`config.mk`:
```
export PLATFORM = sky130hd
export DESIGN_NAME = aib_sm_top
export DESIGN_NICKNAME = d
export VERILOG_FILES = /design/src/verilog/aib_sm_pkg.sv /design/src/verilog/aib_reset_sync.sv /design/src/verilog/aib_status_sync.sv /design/src/verilog/aib_osc_sm.sv /design/src/verilog/aib_rx_cal_sm.sv /design/src/verilog/aib_tx_cal_sm.sv /design/src/verilog/aib_sm_top.sv
export SDC_FILE = /design/constraint.sdc
export NUM_CORES = 1
export LEC_CHECK = 0
export BUFFER_PORTS_ARGS = -buffer_cell sky130_fd_sc_hd__buf_2
export CORE_MARGIN = 3
export CORE_UTILIZATION = 51
export CTS_BUF_LIST = sky130_fd_sc_hd__clkbuf_4
export CTS_CLUSTER_SIZE = 40
export DETAILED_ROUTE_END_ITERATION = 8
export PLACE_DENSITY_LB_ADDON = 0.1
export SETUP_SLACK_MARGIN = 0.1
export SYNTH_ARGS = -nofsm -noshare
export SYNTH_HDL_FRONTEND = slang
export SYNTH_HIERARCHICAL = 1
export SYNTH_SLANG_ARGS = --single-unit
```
`constraint.sdc`:
```
create_clock -name osc_clk -period 1.7 [get_ports osc_clk]
set_clock_uncertainty 0.1 [all_clocks]
set_input_delay 0.17 -clock osc_clk [delete_from_list [all_inputs] [get_ports osc_clk]]
set_output_delay 0.17 -clock osc_clk [all_outputs]
set_load 0.03 [all_outputs]
```
`src/verilog/aib_sm_pkg.sv`:
```
/*
 * Shared definitions for the AIB master reset and calibration sequencer.
 * Holds the synchronizer depth and the state encodings of the three
 * master state machines. Modules pull these in by a wildcard import.
 */

package aib_sm_pkg;

    // ======================================================================
    // Synchronizer depth
    // ======================================================================
    localparam int SYNC_STAGES = 2; // Flops per bit and reset synchronizer

    // ======================================================================
    // State encodings
    // ======================================================================
    typedef enum logic [1:0] {
        OSC_WAIT_RDY   = 2'd0, // Idle until config done
        OSC_XFER_EN    = 2'd1,
        OSC_XFER_ALIVE = 2'd2  // Terminal until reset
    } osc_state_e;

    // Remote TX to local RX calibration
    typedef enum logic [2:0] {
        RX_WAIT_REQ             = 3'd0,
        RX_WAIT_REMOTE_DCC_DONE = 3'd1,
        RX_SEND_DLL_LOCK_REQ    = 3'd2,
        RX_DLL_LOCKED           = 3'd3,
        RX_XFER_EN              = 3'd4
    } rx_cal_state_e;

    // Local TX to remote RX calibration
    typedef enum logic [2:0] {
        TX_WAIT_REQ             = 3'd0,
        TX_SEND_DCC_CAL_REQ     = 3'd1,
        TX_WAIT_REMOTE_DLL_LOCK = 3'd2,
        TX_WAIT_REMOTE_XFER_EN  = 3'd3,
        TX_XFER_EN              = 3'd4
    } tx_cal_state_e;

endpackage

```
`src/verilog/aib_reset_sync.sv`:
```
/*
 * Reset synchronizer for the master side on osc_clk.
 * Combines the adapter reset with config done into ms_reset_n_sync and
 * also synchronizes config done alone. Both assert immediately and
 * release SYNC_STAGES edges after their source goes high.
 */

`timescale 1ns/1ns

module aib_reset_sync
    import aib_sm_pkg::*;
(
    input  logic osc_clk,
    input  logic i_reset_n,
    input  logic i_config_done,
    output logic o_reset_n_sync,
    output logic o_config_done_sync
);

    logic                   reset_src;
    logic [SYNC_STAGES-1:0] reset_q;
    logic [SYNC_STAGES-1:0] cfg_done_q;

    assign reset_src = i_reset_n & i_config_done; // Either low holds reset

    always_ff @(posedge osc_clk or negedge reset_src) begin
        if (!reset_src) begin
            reset_q <= '0;
        end else begin
            reset_q <= {reset_q[SYNC_STAGES-2:0], 1'b1};
        end
    end

    always_ff @(posedge osc_clk or negedge i_config_done) begin
        if (!i_config_done) begin
            cfg_done_q <= '0;
        end else begin
            cfg_done_q <= {cfg_done_q[SYNC_STAGES-2:0], 1'b1};
        end
    end

    assign o_reset_n_sync     = reset_q[SYNC_STAGES-1];
    assign o_config_done_sync = cfg_done_q[SYNC_STAGES-1];

endmodule

```
`src/verilog/aib_status_sync.sv`:
```
/*
 * Bit synchronizers for the status levels the master samples.
 * Each input passes through SYNC_STAGES flops on osc_clk. The remote
 * oscillator enable is held clear by config done, the rest by reset.
 */

`timescale 1ns/1ns

module aib_status_sync
    import aib_sm_pkg::*;
(
    input  logic osc_clk,
    input  logic ms_reset_n_sync,
    input  logic i_config_done_sync,
    input  logic i_sl_osc_transfer_en,
    input  logic i_sl_tx_dcc_dll_lock_req,
    input  logic i_ms_rx_dcc_dll_lock_req,
    input  logic i_ms_rx_dll_lock,
    input  logic i_sl_tx_dcc_cal_done,
    input  logic i_sl_rx_dcc_dll_lock_req,
    input  logic i_ms_tx_dcc_dll_lock_req,
    input  logic i_ms_tx_dcc_cal_done,
    input  logic i_sl_rx_dll_lock,
    input  logic i_sl_rx_transfer_en,
    output logic o_sl_osc_transfer_en,
    output logic o_sl_tx_dcc_dll_lock_req,
    output logic o_ms_rx_dcc_dll_lock_req,
    output logic o_ms_rx_dll_lock,
    output logic o_sl_tx_dcc_cal_done,
    output logic o_sl_rx_dcc_dll_lock_req,
    output logic o_ms_tx_dcc_dll_lock_req,
    output logic o_ms_tx_dcc_cal_done,
    output logic o_sl_rx_dll_lock,
    output logic o_sl_rx_transfer_en
);

    logic [SYNC_STAGES-1:0]      osc_en_q;
    logic [8:0]                  stat_in;
    logic [SYNC_STAGES-1:0][8:0] stat_q;  // One 9-bit word per stage

    // ======================================================================
    // Remote oscillator enable, cleared by config done only
    // ======================================================================
    always_ff @(posedge osc_clk or negedge i_config_done_sync) begin
        if (!i_config_done_sync) begin
            osc_en_q <= '0;
        end else begin
            osc_en_q <= {osc_en_q[SYNC_STAGES-2:0], i_sl_osc_transfer_en};
        end
    end

    assign o_sl_osc_transfer_en = osc_en_q[SYNC_STAGES-1];

    // ======================================================================
    // Calibration status levels
    // ======================================================================
    assign stat_in = {i_sl_tx_dcc_dll_lock_req, i_ms_rx_dcc_dll_lock_req, i_ms_rx_dll_lock,
                      i_sl_tx_dcc_cal_done, i_sl_rx_dcc_dll_lock_req, i_ms_tx_dcc_dll_lock_req,
                      i_ms_tx_dcc_cal_done, i_sl_rx_dll_lock, i_sl_rx_transfer_en};

    always_ff @(posedge osc_clk or negedge ms_reset_n_sync) begin
        if (!ms_reset_n_sync) begin
            stat_q <= '0;
        end else begin
            stat_q <= {stat_q[SYNC_STAGES-2:0], stat_in}; // Stage 0 takes the raw level
        end
    end

    assign {o_sl_tx_dcc_dll_lock_req, o_ms_rx_dcc_dll_lock_req, o_ms_rx_dll_lock,
            o_sl_tx_dcc_cal_done, o_sl_rx_dcc_dll_lock_req, o_ms_tx_dcc_dll_lock_req,
            o_ms_tx_dcc_cal_done, o_sl_rx_dll_lock, o_sl_rx_transfer_en} = stat_q[SYNC_STAGES-1];

endmodule

```
`src/verilog/aib_osc_sm.sv`:
```
/*
 * Master oscillator transfer handshake.
 * Enables the oscillator transfer once config done is released, then
 * waits for the remote enable and marks the link alive until reset.
 */

`timescale 1ns/1ns

module aib_osc_sm
    import aib_sm_pkg::*;
(
    input  logic osc_clk,
    input  logic i_config_done_sync,
    input  logic i_sl_osc_transfer_en,
    output logic o_osc_transfer_en,
    output logic o_osc_transfer_alive
);

    osc_state_e state_q;
    osc_state_e state_d;
    logic       xfer_en_d;
    logic       alive_d;

    always_comb begin
        case (state_q)
            OSC_WAIT_RDY:   state_d = OSC_XFER_EN; // Master needs no remote go-ahead
            OSC_XFER_EN:    state_d = i_sl_osc_transfer_en ? OSC_XFER_ALIVE : OSC_XFER_EN;
            OSC_XFER_ALIVE: state_d = OSC_XFER_ALIVE;
            default:        state_d = OSC_WAIT_RDY;
        endcase
    end

    // Sticky flags, cleared only back in idle
    assign xfer_en_d = (state_q == OSC_WAIT_RDY) ? 1'b0 :
                       (state_q == OSC_XFER_EN) | o_osc_transfer_en;
    assign alive_d   = (state_q == OSC_WAIT_RDY) ? 1'b0 :
                       (state_q == OSC_XFER_ALIVE) | o_osc_transfer_alive;

    always_ff @(posedge osc_clk or negedge i_config_done_sync) begin
        if (!i_config_done_sync) begin
            state_q              <= OSC_WAIT_RDY;
            o_osc_transfer_en    <= 1'b0;
            o_osc_transfer_alive <= 1'b0;
        end else begin
            state_q              <= state_d;
            o_osc_transfer_en    <= xfer_en_d;
            o_osc_transfer_alive <= alive_d;
        end
    end

endmodule

```
`src/verilog/aib_rx_cal_sm.sv`:
```
/*
 * Remote TX to local RX calibration sequencer.
 * Starts once the oscillator link is alive and a lock request is seen,
 * waits for remote DCC done and local DLL lock, then enables transfer.
 * Dropping either request returns the machine to idle.
 */

`timescale 1ns/1ns

module aib_rx_cal_sm
    import aib_sm_pkg::*;
(
    input  logic osc_clk,
    input  logic ms_reset_n_sync,
    input  logic i_osc_transfer_alive,
    input  logic i_sl_tx_dcc_dll_lock_req,
    input  logic i_ms_rx_dcc_dll_lock_req,
    input  logic i_sl_tx_dcc_cal_done,
    input  logic i_ms_rx_dll_lock,
    output logic o_rx_async_rst,
    output logic o_rx_dll_lock_req,
    output logic o_rx_dll_lock,
    output logic o_rx_transfer_en
);

    rx_cal_state_e state_q;
    rx_cal_state_e state_d;
    logic          both_req;
    logic          idle;

    assign both_req = i_sl_tx_dcc_dll_lock_req & i_ms_rx_dcc_dll_lock_req;
    assign idle     = (state_q == RX_WAIT_REQ);

    always_comb begin
        state_d = state_q;
        case (state_q)
            RX_WAIT_REQ: begin
                if (i_osc_transfer_alive & (i_sl_tx_dcc_dll_lock_req | i_ms_rx_dcc_dll_lock_req))
                    state_d = RX_WAIT_REMOTE_DCC_DONE;
            end
            RX_WAIT_REMOTE_DCC_DONE: begin
                if (i_sl_tx_dcc_cal_done) state_d = RX_SEND_DLL_LOCK_REQ;
            end
            RX_SEND_DLL_LOCK_REQ: begin
                if (i_ms_rx_dll_lock) state_d = RX_DLL_LOCKED;
            end
            RX_DLL_LOCKED: state_d = RX_XFER_EN;
            RX_XFER_EN:    state_d = RX_XFER_EN;
            default:       state_d = RX_WAIT_REQ;
        endcase
        if (!idle && !both_req) state_d = RX_WAIT_REQ; // Abort on any request drop
    end

    always_ff @(posedge osc_clk or negedge ms_reset_n_sync) begin
        if (!ms_reset_n_sync) begin
            state_q           <= RX_WAIT_REQ;
            o_rx_async_rst    <= 1'b0;
            o_rx_dll_lock_req <= 1'b0;
            o_rx_dll_lock     <= 1'b0;
            o_rx_transfer_en  <= 1'b0;
        end else begin
            state_q           <= state_d;
            o_rx_async_rst    <= !idle;  // Release while sequencing
            o_rx_dll_lock_req <= !idle & ((state_q == RX_SEND_DLL_LOCK_REQ) | o_rx_dll_lock_req);
            o_rx_dll_lock     <= !idle & ((state_q == RX_DLL_LOCKED) | o_rx_dll_lock);
            o_rx_transfer_en  <= !idle & ((state_q == RX_XFER_EN) | o_rx_transfer_en);
        end
    end

endmodule

```
`src/verilog/aib_tx_cal_sm.sv`:
```
/*
 * Local TX to remote RX calibration sequencer.
 * Needs the link alive and both lock requests before it asks for DCC
 * calibration, then waits on remote DLL lock and remote RX transfer
 * enable. Dropping either request returns the machine to idle.
 */

`timescale 1ns/1ns

module aib_tx_cal_sm
    import aib_sm_pkg::*;
(
    input  logic osc_clk,
    input  logic ms_reset_n_sync,
    input  logic i_osc_transfer_alive,
    input  logic i_sl_rx_dcc_dll_lock_req,
    input  logic i_ms_tx_dcc_dll_lock_req,
    input  logic i_ms_tx_dcc_cal_done,
    input  logic i_sl_rx_dll_lock,
    input  logic i_sl_rx_transfer_en,
    output logic o_tx_async_rst,
    output logic o_tx_dcc_cal_req,
    output logic o_tx_dcc_cal_done,
    output logic o_tx_transfer_en
);

    tx_cal_state_e state_q;
    tx_cal_state_e state_d;
    logic          both_req;
    logic          idle;

    assign both_req = i_sl_rx_dcc_dll_lock_req & i_ms_tx_dcc_dll_lock_req;
    assign idle     = (state_q == TX_WAIT_REQ);

    always_comb begin
        state_d = state_q;
        case (state_q)
            TX_WAIT_REQ: begin
                if (i_osc_transfer_alive & both_req) state_d = TX_SEND_DCC_CAL_REQ;
            end
            TX_SEND_DCC_CAL_REQ: begin
                if (i_ms_tx_dcc_cal_done) state_d = TX_WAIT_REMOTE_DLL_LOCK;
            end
            TX_WAIT_REMOTE_DLL_LOCK: begin
                if (i_sl_rx_dll_lock) state_d = TX_WAIT_REMOTE_XFER_EN;
            end
            TX_WAIT_REMOTE_XFER_EN: begin
                if (i_sl_rx_transfer_en) state_d = TX_XFER_EN;
            end
            TX_XFER_EN: state_d = TX_XFER_EN;
            default:    state_d = TX_WAIT_REQ;
        endcase
        if (!idle && !both_req) state_d = TX_WAIT_REQ; // Abort on any request drop
    end

    always_ff @(posedge osc_clk or negedge ms_reset_n_sync) begin
        if (!ms_reset_n_sync) begin
            state_q           <= TX_WAIT_REQ;
            o_tx_async_rst    <= 1'b0;
            o_tx_dcc_cal_req  <= 1'b0;
            o_tx_dcc_cal_done <= 1'b0;
            o_tx_transfer_en  <= 1'b0;
        end else begin
            state_q           <= state_d;
            o_tx_async_rst    <= !idle;
            o_tx_dcc_cal_req  <= !idle & ((state_q == TX_SEND_DCC_CAL_REQ) | o_tx_dcc_cal_req);
            o_tx_dcc_cal_done <= !idle & ((state_q == TX_WAIT_REMOTE_DLL_LOCK) | o_tx_dcc_cal_done);
            o_tx_transfer_en  <= !idle & ((state_q == TX_XFER_EN) | o_tx_transfer_en);
        end
    end

endmodule

```
`src/verilog/aib_sm_top.sv`:
```
/*
 * Master side AIB reset and calibration sequencer, all on osc_clk.
 * Reset sync feeds the status synchronizers and the oscillator
 * handshake, whose alive flag starts the RX and TX calibration machines.
 */

`timescale 1ns/1ns

module aib_sm_top (
    input  logic osc_clk,
    input  logic i_reset_n,
    input  logic i_config_done,
    input  logic i_sl_osc_transfer_en,
    input  logic i_sl_tx_dcc_dll_lock_req,
    input  logic i_ms_rx_dcc_dll_lock_req,
    input  logic i_ms_rx_dll_lock,
    input  logic i_sl_tx_dcc_cal_done,
    input  logic i_sl_rx_dcc_dll_lock_req,
    input  logic i_ms_tx_dcc_dll_lock_req,
    input  logic i_ms_tx_dcc_cal_done,
    input  logic i_sl_rx_dll_lock,
    input  logic i_sl_rx_transfer_en,
    output logic o_ms_osc_transfer_en,
    output logic o_ms_osc_transfer_alive,
    output logic o_ms_rx_async_rst,
    output logic o_ms_rx_dll_lock_req,
    output logic o_ms_rx_dll_lock,
    output logic o_ms_rx_transfer_en,
    output logic o_ms_tx_async_rst,
    output logic o_ms_tx_dcc_cal_req,
    output logic o_ms_tx_dcc_cal_done,
    output logic o_ms_tx_transfer_en
);

    logic ms_reset_n_sync;
    logic config_done_sync;
    logic sl_osc_transfer_en_sync;
    logic sl_tx_dcc_dll_lock_req_sync;
    logic ms_rx_dcc_dll_lock_req_sync;
    logic ms_rx_dll_lock_sync;
    logic sl_tx_dcc_cal_done_sync;
    logic sl_rx_dcc_dll_lock_req_sync;
    logic ms_tx_dcc_dll_lock_req_sync;
    logic ms_tx_dcc_cal_done_sync;
    logic sl_rx_dll_lock_sync;
    logic sl_rx_transfer_en_sync;

    // ======================================================================
    // Reset and status synchronization
    // ======================================================================
    aib_reset_sync aib_reset_sync_inst (
        .osc_clk            (osc_clk),
        .i_reset_n          (i_reset_n),
        .i_config_done      (i_config_done),
        .o_reset_n_sync     (ms_reset_n_sync),
        .o_config_done_sync (config_done_sync)
    );

    aib_status_sync aib_status_sync_inst (
        .osc_clk                  (osc_clk),
        .ms_reset_n_sync          (ms_reset_n_sync),
        .i_config_done_sync       (config_done_sync),
        .i_sl_osc_transfer_en     (i_sl_osc_transfer_en),
        .i_sl_tx_dcc_dll_lock_req (i_sl_tx_dcc_dll_lock_req),
        .i_ms_rx_dcc_dll_lock_req (i_ms_rx_dcc_dll_lock_req),
        .i_ms_rx_dll_lock         (i_ms_rx_dll_lock),
        .i_sl_tx_dcc_cal_done     (i_sl_tx_dcc_cal_done),
        .i_sl_rx_dcc_dll_lock_req (i_sl_rx_dcc_dll_lock_req),
        .i_ms_tx_dcc_dll_lock_req (i_ms_tx_dcc_dll_lock_req),
        .i_ms_tx_dcc_cal_done     (i_ms_tx_dcc_cal_done),
        .i_sl_rx_dll_lock         (i_sl_rx_dll_lock),
        .i_sl_rx_transfer_en      (i_sl_rx_transfer_en),
        .o_sl_osc_transfer_en     (sl_osc_transfer_en_sync),
        .o_sl_tx_dcc_dll_lock_req (sl_tx_dcc_dll_lock_req_sync),
        .o_ms_rx_dcc_dll_lock_req (ms_rx_dcc_dll_lock_req_sync),
        .o_ms_rx_dll_lock         (ms_rx_dll_lock_sync),
        .o_sl_tx_dcc_cal_done     (sl_tx_dcc_cal_done_sync),
        .o_sl_rx_dcc_dll_lock_req (sl_rx_dcc_dll_lock_req_sync),
        .o_ms_tx_dcc_dll_lock_req (ms_tx_dcc_dll_lock_req_sync),
        .o_ms_tx_dcc_cal_done     (ms_tx_dcc_cal_done_sync),
        .o_sl_rx_dll_lock         (sl_rx_dll_lock_sync),
        .o_sl_rx_transfer_en      (sl_rx_transfer_en_sync)
    );

    // ======================================================================
    // State machines
    // ======================================================================
    aib_osc_sm aib_osc_sm_inst (
        .osc_clk              (osc_clk),
        .i_config_done_sync   (config_done_sync),
        .i_sl_osc_transfer_en (sl_osc_transfer_en_sync),
        .o_osc_transfer_en    (o_ms_osc_transfer_en),
        .o_osc_transfer_alive (o_ms_osc_transfer_alive)
    );

    aib_rx_cal_sm aib_rx_cal_sm_inst (
        .osc_clk                  (osc_clk),
        .ms_reset_n_sync          (ms_reset_n_sync),
        .i_osc_transfer_alive     (o_ms_osc_transfer_alive),
        .i_sl_tx_dcc_dll_lock_req (sl_tx_dcc_dll_lock_req_sync),
        .i_ms_rx_dcc_dll_lock_req (ms_rx_dcc_dll_lock_req_sync),
        .i_sl_tx_dcc_cal_done     (sl_tx_dcc_cal_done_sync),
        .i_ms_rx_dll_lock         (ms_rx_dll_lock_sync),
        .o_rx_async_rst           (o_ms_rx_async_rst),
        .o_rx_dll_lock_req        (o_ms_rx_dll_lock_req),
        .o_rx_dll_lock            (o_ms_rx_dll_lock),
        .o_rx_transfer_en         (o_ms_rx_transfer_en)
    );

    aib_tx_cal_sm aib_tx_cal_sm_inst (
        .osc_clk                  (osc_clk),
        .ms_reset_n_sync          (ms_reset_n_sync),
        .i_osc_transfer_alive     (o_ms_osc_transfer_alive),
        .i_sl_rx_dcc_dll_lock_req (sl_rx_dcc_dll_lock_req_sync),
        .i_ms_tx_dcc_dll_lock_req (ms_tx_dcc_dll_lock_req_sync),
        .i_ms_tx_dcc_cal_done     (ms_tx_dcc_cal_done_sync),
        .i_sl_rx_dll_lock         (sl_rx_dll_lock_sync),
        .i_sl_rx_transfer_en      (sl_rx_transfer_en_sync),
        .o_tx_async_rst           (o_ms_tx_async_rst),
        .o_tx_dcc_cal_req         (o_ms_tx_dcc_cal_req),
        .o_tx_dcc_cal_done        (o_ms_tx_dcc_cal_done),
        .o_tx_transfer_en         (o_ms_tx_transfer_en)
    );

endmodule

```
Word-level counts from Yosys, hierarchy flattened

Index checks and enable logic that the tools add are counted.

Register bits: 42
Latch bits: 0
Bits in writable memories: 0
ROM bits: 0
Input port bits: 13
Output and inout port bits: 10
Word-level logic and storage cells: 82
Memories: 0

Add/sub/neg operators: 0
Multipliers: 0
Div/mod/pow operators: 0
Magnitude comparators: 0
Equal/unequal tests: 17
Shift-type cells: 0
Multiplexer cells: 15
Bitwise logic cells: 20
Reduce and logical (&&, ||, !) cells: 12

Operator list:

| cell                 | count |
|---|---|
| $mux W3              | 9 |
| $ne A3 B2 Y1 const B | 5 |
| $pmux W3 S5          | 1 |
| $eq A3 B2 Y1 const B | 4 |
| $pmux W3 S4          | 1 |
| $and A1 B1 Y1        | 11 |
| $or A1 B1 Y1         | 9 |
| $eq A3 B1 Y1 const B | 2 |
| $eq A3 B3 Y1 const B | 2 |
| $logic_not A3 Y1     | 2 |
| $ne A3 B3 Y1 const B | 2 |
| $pmux W2 S3          | 1 |
| $logic_not A1 Y1     | 4 |
| $reduce_and A4 Y1    | 1 |
| $reduce_and A3 Y1    | 1 |
| $eq A2 B1 Y1 const B | 1 |
| $eq A2 B2 Y1 const B | 1 |
| $logic_and A1 B1 Y1  | 2 |
| $logic_not A2 Y1     | 1 |
| $mux W1              | 2 |
| $mux W2              | 1 |
| $reduce_or A2 Y1     | 1 |

Depth between registers and ports, before layout

Gate-level depths: netlist of run 1.

Word-level depth: 5
Gate-level depth with buffers: 4
Gate-level depth less buffers: 3

Modules after synthesis

Netlist of run 1, hierarchy kept.

By module, submodules not included:

| module          | instances | cells an instance | area each (um^2) | sequential area each (um^2) |
|---|---|---|---|---|
| aib_status_sync | 1         | 20                | 500.5            | 500.5 |
| aib_tx_cal_sm   | 1         | 33                | 355.3            | 175.2 |
| aib_rx_cal_sm   | 1         | 30                | 310.3            | 175.2 |
| aib_osc_sm      | 1         | 11                | 142.6            | 100.1 |
| aib_reset_sync  | 1         | 6                 | 110.1            | 100.1 |

Worst setup path before layout of run 1

OpenSTA, ideal clock, no wires.

Path type: reg2reg
Start: reg (tool-made name)
End: reg aib_tx_cal_sm_inst.state_q[0]
Setup time: 0.118 ns
Arrival time: 1.029 ns
Required time: 1.482 ns
Slack: 0.453 ns
Stages on the path, launching flop included: 4
Buffers on the path: 0
Period minus slack after synthesis: 1.247 ns
Cell sequence: dfrtp_1 > mux2_2 > o2bb2ai_1 > nor2b_1

RTL lines:

| what                   | line                | text |
|---|---|---|
| end signal: assignment | aib_tx_cal_sm.sv:64 | `state_q <= state_d;` |
| end: declaration       | aib_tx_cal_sm.sv:27 | `tx_cal_state_e state_q;` |

Final worst setup path of run 1

Start: reg aib_tx_cal_sm_inst.state_q[1]
End: reg aib_tx_cal_sm_inst.state_q[1]

Word-level cells in the longest chain between the ends: 5
Elaborated cells on any way between the ends: 14
Classes of those cells: eq/ne: 8; mux: 2; reduce/logical: 4

RTL lines:

| what                                                          | line                                     | text |
|---|---|---|
| $logic_not A3 Y1                                              | aib_tx_cal_sm.sv:33, aib_tx_cal_sm.sv:37 |  |
| $logic_not A1 Y1                                              | aib_tx_cal_sm.sv:53                      | `if (!idle && !both_req) state_d = TX_WAIT_REQ;` |
| $logic_and A1 B1 Y1                                           | aib_tx_cal_sm.sv:53                      |  |
| $ne A3 B3 Y1 (no source line) or $ne A3 B2 Y1 (tied branches) | n/a                                      |  |
| $reduce_and A4 Y1 (no source line)                            | n/a                                      |  |

Parallel ways exist; a longest one is shown, timed or not.
A chain may end at the register's enable or synchronous reset.

==> results of run 1 <==
## final timing paths
path	startpoint	end	slack, ps	cells after the start
worst max-delay path	aib_tx_cal_sm_inst/state_q[1]	aib_tx_cal_sm_inst/state_q[1]	270	3
worst min-delay path	aib_reset_sync_inst/cfg_done_q[1]	async pin	-6	0
worst max register to register	aib_tx_cal_sm_inst/state_q[1]	aib_tx_cal_sm_inst/state_q[1]	270	3
worst min register to register	aib_reset_sync_inst/cfg_done_q[1]	async pin	-6	0
max in group asynchronous	aib_reset_sync_inst/reset_q[1]	aib_tx_cal_sm_inst/o_tx_async_rst	1070	1
min in group osc_clk	aib_reset_sync_inst/cfg_done_q[0]	aib_reset_sync_inst/cfg_done_q[1]	260	0
## sequential cells by signal, summed over array words and instances (netlist names), 2 cells and up, named ones only
signal	flops
aib_reset_sync_inst/cfg_done_q	2
aib_tx_cal_sm_inst/state_q	3
aib_rx_cal_sm_inst/state_q	3
aib_status_sync_inst/stat_q	9
aib_reset_sync_inst/reset_q	2
aib_osc_sm_inst/state_q	2
aib_status_sync_inst/osc_en_q	2
## layer usage
layer | wire [µm] | up-vias | global-route usage [%] | share of wire, %
li1 | - | 423 | - | -
met1 | 882 | 399 | 18.1 | 46
met2 | 913 | 27 | 22.1 | 47
met3 | 94 | 5 | 4.61 | 4.9
met4 | 34 | 0 | 6.80 | 1.8
met5 | 0 | - | 0 | 0
## stage by stage
stage	area [µm²]	utilization, %
finish	1740	67.6
CTS	1740	67.6
global placement	1560	60.8
detailed placement	1560	60.8
global route	1740	67.6
floorplan	1420	-
## area by class of cell
| type | count | area, µm² | share of cell area [%] |
|---|---|---|---|
| clock inverters | 2 | 8.76 | 0.505 |
| repair buffers | 35 | 238 | 13.7 |
| flip-flops and latches | 42 | 1050 | 60.6 |
| multi-input cells | 57 | 355 | 20.5 |
| well taps | 30 | 37.5 | 2.16 |
| clock buffers | 6 | 45.0 | 2.60 |
## logic make-up after synthesis
logic type | Yosys count | synth area share [%]
flip-flops | 42 | 74.1
buffers and inverters | 2 | 1.15
XOR/XNOR | 1 | 0.617
AND/OR/NAND/NOR | 32 | 11.4
other | 1 | 0.264
AO/OA/AOI/OAI | 16 | 7.50
multiplexers | 6 | 5.03
## power groups by stage
stage | combinational, mW | clock, mW | sequential, mW
detailed placement | 0.334 | 0 | 1.21
finish | 0.352 | 0.443 | 1.19
CTS | 0.356 | 0.461 | 1.19
global placement | 0.328 | 0 | 1.21
global route | 0.388 | 0.515 | 1.22
floorplan | 0.174 | 0 | 1.28
## placed cells by master (no fill, tap or decap), types with 2 or more instances in the layout
cell type,instances
o21ai_0,5
buf_2,22
a21oi_1,5
nand3_1,3
nor2_1,5
dlygate4sd3_1,12
o2bb2ai_1,2
conb_1,2
clkbuf_4,6
dfrtp_1,42
mux2_2,5
nand2b_1,2
nor2b_1,2
nand2_1,12
## what timing repair did
action / in CTS / in global routing
resized for setup: 0 / 0
hold endpoints to repair: 14 / 0
hold buffers: 12 / 0
==> out/metrics.cfg, run 1 <==
[route]
final_antenna_net_count=0
drtIter0Drc=9
drc=0
wl_per_cell_um=11.2
drt-total-wl_mm=1.93
vias=854
viasPerCell=4.97
dr.pass1.iters=4

[logic_synthesis]
synth_top_area_share_pct=74.1
yosysWarnings=6
synth_flop_cell=dfrtp_1
synthArstFlopShare_pct=100
synth-edff-count=0
ys_seq_elements=42
ys_seq_area_share_pct=74.1
synth_most_common_cell=dfrtp_1
synthesis.area_mm2=0.00142
ys_types=27
postSynthCellCount=100
ys_top_cells_by_area=dfrtp_1, mux2_2, nand2_1
synthTopCellsByCount=dfrtp_1, nand2_1
syn_area_per_cell_um2=14.2
yosys.area.top_type=dfrtp_1

[critical_path]
cp.required_ps=1850
crit_chain=mux2_2 > o32a_1 > a21oi_1
path_delay_family=flip-flops
crit_type=reg -> reg
critPathBufInv=0
crit_fanout=11
slowest_delay_ps=560
start_kind=register
slowest_stage=dfrtp_1
endpoint_kind=register
cp.arrival_ps=1580

[pwr]
ir_worst_vdd_mv=0.826
p_int_mw=1.44
p_comb_share_pct=17.7
power_density_mw_per_mm2=1140
power_mw=1.99
p_seq_share_pct=60.0
p_clk_share_pct=22.3
p_leak_nw=0.849
switching_share_pct=27.3
p_sw_uw=543

[timing]
period_needed_ps=1430
hold_violations=6
fin_crit_sh_pct=83.9
fin_hold_ws_ps=-6.29
fmax_ghz=0.701
setup_slack_ps=274
drv_slew=0
tns_ps=0
rsz0062_at_grt=false
setup_viol=0

[global_routing]
grt.total_usage_pct=14.3
grt_max_degree=33
overflow=0
antenna_found_initial=0
grt_pass1_vias=844
grt_pass1_wl_mm=3.62

[clock_network]
path_clk_slew_ps=110
htree_levels=2
cts_root_buf=clkbuf_4
worstSkewPairLatency_ps=320
postCtsSetupBuffers=0
cts_sinks=42
cts_tree=yes
clk_path_buf_depth=2
cts_buffers=5

[place]
numPortBuffers=22
place_ws_ps=302
place_hpwl_mm=1.29
gp_congestion=0.791
place_inst=152

[die]
core-area_mm2=0.00257
placementRows=18
die_w_um=58.7
fp.dieH_um=58.7
io_pins=23
start_util_pct=55.3
dieArea_mm2=0.00345

[run_status]
failed_checks=hold timing
outcome=finished with violations

[final_layout]
area_growth_pct=22.3
antenna_cells=0
fin_cells=172
drive_gt1_share_pct=27.5
final_nets=154
fillers=194

[hold_path]
min_path_type=reg -> async

[run]
maxCapViolations=0

(Power assumes the default switching activity.)
==> inputs of run 2 (changes only) <==
==> constraint.sdc (replaced) <==
create_clock -name osc_clk -period 1.4 [get_ports osc_clk]
set_clock_uncertainty 0.1 [all_clocks]
set_input_delay 0.14 -clock osc_clk [delete_from_list [all_inputs] [get_ports osc_clk]]
set_output_delay 0.14 -clock osc_clk [all_outputs]
set_load 0.03 [all_outputs]
==> run 2 against run 1 <==
Compared with the run above: the flow still finishes with violations (hold timing); critical path depth increased by 1; combinational power increased by 47%; non-clock buffer count increased by 6; via count increased by 0.47%; worst setup slack got worse by 150 ps; critical path type unchanged; largest power group unchanged; highest routed layer unchanged.
==> out/metrics.cfg, run 2 (same netlist as run 1, synthesis figures left out) <==
[run_status]
outcome=finished with violations
failed_checks=hold timing

[global_routing]
grt_pass1_wl_mm=3.87
overflow=0
grt.total_usage_pct=15.7
antenna_found_initial=0
grt_pass1_vias=907
grt_max_degree=33

[final_layout]
drive_gt1_share_pct=32.4
fillers=175
largest-register=aib_status_sync_inst/stat_q
fin_cells=178
area_growth_pct=30.7
reg_top3=aib_status_sync_inst/stat_q: 9 flops, aib_rx_cal_sm_inst/state_q: 3 flops, aib_tx_cal_sm_inst/state_q: 3 flops
antenna_cells=0
ff_latch_area_mm2=0.00105
largest_reg_flops=9
final_nets=160
final_cell_mix=dfrtp_1, buf_2, dlygate4sd3_1
final_common_cell=dfrtp_1
multi_input_area_um2=364

[timing]
rsz0062_at_grt=true
period_needed_ps=1280
tns_ps=0
fmax_ghz=0.782
fin_hold_ws_ps=-5.10
setup_viol=0
hold_violations=6
setup_slack_ps=122
drv_slew=0
fin_crit_sh_pct=91.3

[route]
dr.pass1.iters=4
drc=0
drtIter0Drc=24
vias=858
viasPerCell=4.82
wl_per_cell_um=12.1
final_antenna_net_count=0
drt-total-wl_mm=2.16

[die]
dieArea_mm2=0.00345
start_util_pct=55.3
fp.dieH_um=58.7
placementRows=18
die_w_um=58.7
io_pins=23
core-area_mm2=0.00257

[pwr]
p_clk_share_pct=31.8
ir_worst_vdd_mv=1.16
p_comb_share_pct=18.1
p_int_mw=2.15
power_density_mw_per_mm2=1550
p_seq_share_pct=50.2
p_sw_uw=715
p_leak_nw=0.902
power_mw=2.87
switching_share_pct=24.9

[place]
place_ws_ps=99.4
gp_congestion=0.801
numPortBuffers=22
place_hpwl_mm=1.40
place_inst=154

[clock_network]
path_clk_slew_ps=110
htree_levels=2
cts_tree=yes
cts_buffers=5
cts_root_buf=clkbuf_4
worstSkewPairLatency_ps=330
cts_sinks=42
clk_path_buf_depth=2

[critical_path]
start_kind=register
worst-r2r-cell-count=4
r2r_slack_ps=120
rr_endpoint=aib_tx_cal_sm_inst/state_q[1]
crit_fanout=5
endpoint_kind=register
cp.required_ps=1570
cp.arrival_ps=1450
crit_type=reg -> reg
rr_startpoint=aib_tx_cal_sm_inst/state_q[1]

[run]
maxCapViolations=0

[hold_path]
min_path_type=reg -> async

[run 2: final cells by class]
type | count | area share (%)
clock buffers | 5 | 2.02
clock inverters | 3 | 3.44
multi-input cells | 57 | 19.6
flip-flops and latches | 42 | 56.7
well taps | 30 | 2.02
repair buffers | 41 | 16.1
[run 2: power groups by stage]
stage | Combinational, mW | Clock [mW] | Sequential, mW
floorplan | 0.212 | 0 | 1.55
global placement | 0.431 | 0 | 1.46
detailed placement | 0.441 | 0 | 1.46
CTS | 0.498 | 0.932 | 1.43
global route | 0.565 | 0.984 | 1.47
finish | 0.518 | 0.911 | 1.44
[run 2: what timing repair did]
item	4_1_cts	5_1_grt
setup endpoints to repair	2	5
buffers inserted	2	1
resized for setup	2	6
hold buffers	13	0
endpoints found under the hold margin	14	0
[run 2: worst max-delay path, cell delays in order, from the launching register on]
cell and delay, ps:
dfrtp_2 460, buf_6 140, xnor2_1 110, o32a_1 300, a21oi_2 110
[run 2: worst max path at each step]
stage	from	to	slack, ps
after floorplan	register	aib_tx_cal_sm_inst/state_q[0]	150
after global placement	aib_tx_cal_sm_inst/state_q[1]	aib_tx_cal_sm_inst/state_q[1]	150
after detailed placement	aib_tx_cal_sm_inst/state_q[1]	aib_tx_cal_sm_inst/state_q[1]	100
after CTS	register	o_ms_osc_transfer_alive	90
after global routing	aib_tx_cal_sm_inst/state_q[1]	aib_tx_cal_sm_inst/state_q[1]	70
final	aib_tx_cal_sm_inst/state_q[1]	aib_tx_cal_sm_inst/state_q[1]	120
[run 2: routing by layer]
layer | vias to the layer above | wire length [µm] | part of all wire, % | global-route usage, %
met5 | - | 0 | 0 | 0
met4 | 0 | 38 | 1.8 | 8.09
met3 | 4 | 112 | 5.2 | 6.58
met2 | 24 | 1050 | 49 | 24.6
met1 | 397 | 951 | 44 | 18.6
li1 | 433 | - | - | -
[run 2: metrics by stage]
stage | utilization (%) | instance area (µm²)
2_1_floorplan | - | 1420
3_3_place_gp | 61.4 | 1580
3_5_place_dp | 61.4 | 1580
4_1_cts | 71.2 | 1830
5_1_grt | 72.2 | 1850
6_report | 72.2 | 1850
==> inputs of run 3 (changes only) <==
--- a/config.mk
+++ b/config.mk
@@ -5,6 +5,7 @@
 export SDC_FILE = /design/constraint.sdc
 export NUM_CORES = 1
 export LEC_CHECK = 0
+export ABC_AREA = 0
 export BUFFER_PORTS_ARGS = -buffer_cell sky130_fd_sc_hd__buf_2
 export CORE_MARGIN = 3
 export CORE_UTILIZATION = 51
@@ -12,6 +13,7 @@
 export CTS_CLUSTER_SIZE = 40
 export DETAILED_ROUTE_END_ITERATION = 8
 export PLACE_DENSITY_LB_ADDON = 0.1
+export RECOVER_POWER = 50
 export SETUP_SLACK_MARGIN = 0.1
 export SYNTH_ARGS = -nofsm -noshare
 export SYNTH_HDL_FRONTEND = slang
==> run 3 against run 2 <==
Compared with the run above: utilization shrank 0.15 points; fmax unchanged; largest power group unchanged; register-to-register slack about the same; cell count did not move; non-clock buffer count stayed put; via count is the same; sequential share of layout area up 0.12 points; the flow still finishes with violations (hold timing).
==> out/metrics.cfg, run 3 (same netlist as run 1, synthesis figures left out) <==
[timing]
rsz0062_at_grt=true
hold_violations=6
fin_crit_sh_pct=91.3
fin_hold_ws_ps=-5.10
tns_ps=0
period_needed_ps=1280
worst_pin_slew_ps=746
drv_slew=0
max_slew_margin_pct=50.3
fmax_ghz=0.782
setup_viol=0

[critical_path]
slowest_delay_ps=460
rr_startpoint=aib_tx_cal_sm_inst/state_q[1]
start_kind=register
r2r_slack_ps=120
cp.required_ps=1570
cp.arrival_ps=1450
critPathBufInv=1
crit_fanout=5
endpoint_kind=register
crit_chain=buf_6 > xnor2_1 > o32a_1 > a21oi_2
slowest_stage=dfrtp_2
startpoint=aib_tx_cal_sm_inst/state_q[1]
crit_type=reg -> reg
path_delay_family=flip-flops
rr_endpoint=aib_tx_cal_sm_inst/state_q[1]
worst-r2r-cell-count=4
path_depth=4
crit_end=aib_tx_cal_sm_inst/state_q[1]

[place]
place_hpwl_mm=1.40
numPortBuffers=22
gp_congestion=0.801
place_inst=154
post_dp_cell_area_mm2=0.00158

[clock_network]
htree_levels=2
cts_buffers=5
worstSkewPairLatency_ps=330
path_clk_slew_ps=110
cts_sinks=42
cts_root_buf=clkbuf_4
cts_tree=yes
clk_path_buf_depth=2

[pwr]
p_seq_share_pct=50.2
p_clk_share_pct=31.8
p_comb_share_pct=18.0
p_sw_uw=715
p_leak_nw=0.898
power_density_mw_per_mm2=1550
p_int_mw=2.15
ir_worst_vdd_mv=1.16
switching_share_pct=24.9

[final_layout]
fin_cells=178
reg_top3=aib_status_sync_inst/stat_q: 9 flops, aib_rx_cal_sm_inst/state_q: 3 flops, aib_tx_cal_sm_inst/state_q: 3 flops
antenna_cells=0
largest_reg_flops=9
area_growth_pct=30.4
final_cell_mix=dfrtp_1, buf_2, dlygate4sd3_1
final_nets=160
final_cell_area_mm2=0.00185
largest-register=aib_status_sync_inst/stat_q
drive_gt1_share_pct=31.8
final_common_cell=dfrtp_1

[global_routing]
antenna_found_initial=0
grt_pass1_wl_mm=3.87
grt_pass1_vias=907
overflow=0
grt.total_usage_pct=15.7
grt_max_degree=33

[die]
start_util_pct=55.3
core-area_mm2=0.00257
placementRows=18
fp.dieH_um=58.7
die_w_um=58.7
dieArea_mm2=0.00345
io_pins=23

[route]
viasPerCell=4.82
drt-total-wl_mm=2.16
wl_per_cell_um=12.1
dr.pass1.iters=4
drtIter0Drc=24
vias=858
final_antenna_net_count=0
drc=0

[run]
maxCapViolations=0

[run_status]
outcome=finished with violations
failed_checks=hold timing

[hold_path]
min_path_type=reg -> async

[run 3: changes by cell type in the layout (fill, tap and decap cells not counted)]
cell      delta
clkbuf_1     +1
buf_2        -1
and2_0       +1
and2_1       -1
clkbuf_2     +1
buf_4        -1
[run 3: worst min-delay path by stage]
stage | to | slack, ps | cells after the start
after CTS | aib_status_sync_inst/osc_en_q[0] | 9 | 0
after global placement | aib_reset_sync_inst/cfg_done_q[1] | -170 | 1
after floorplan | aib_reset_sync_inst/cfg_done_q[0] | -260 | 0
after detailed placement | aib_reset_sync_inst/cfg_done_q[0] | -170 | 1
after global routing | aib_status_sync_inst/osc_en_q[0] | 20 | 0
final | aib_status_sync_inst/osc_en_q[0] | -5 | 0
[run 3: through the flow]
step | total power [mW] | utilization (%) | setup slack, ps
global route | 3.01 | 72.1 | 67.6
detailed placement | 1.90 | 61.4 | 99.4
CTS | 2.87 | 71.2 | 93.5
floorplan | 1.77 | - | 153
global placement | 1.89 | 61.4 | 150
finish | 2.87 | 72.1 | 122
[run 3: final cells by class]
type                            instances  area, µm²
Clock buffer                            5       37.5
Timing Repair Buffer                   41        295
Multi-Input combinational cell         57        364
Clock inverter                          3       63.8
Fill cell                             176        717
Tap cell                               30       37.5
Sequential cell                        42       1050
[run 3: power by group through the flow]
stage	logic, mW	registers, mW	clock network, mW
final	0.517	1.44	0.911
after global routing	0.563	1.47	0.984
after CTS	0.498	1.43	0.932
after detailed placement	0.441	1.46	0
after global placement	0.431	1.46	0
after floorplan	0.212	1.55	0
[run 3: layer usage]
layer  wire length [µm]  up-vias  track usage [%]
met5                  0        -                0
met4                 38        0             8.09
met3                112        4             6.58
met2               1060       24             24.6
met1                949      397             18.6
li1                   -      433                -
[run 3: what timing repair did]
action | CTS | global route
hold buffers | 13 | 0
setup buffers | 2 | 1
endpoints found under the setup margin | 2 | 5
endpoints found under the hold margin | 14 | 0
gates resized for setup | 2 | 6
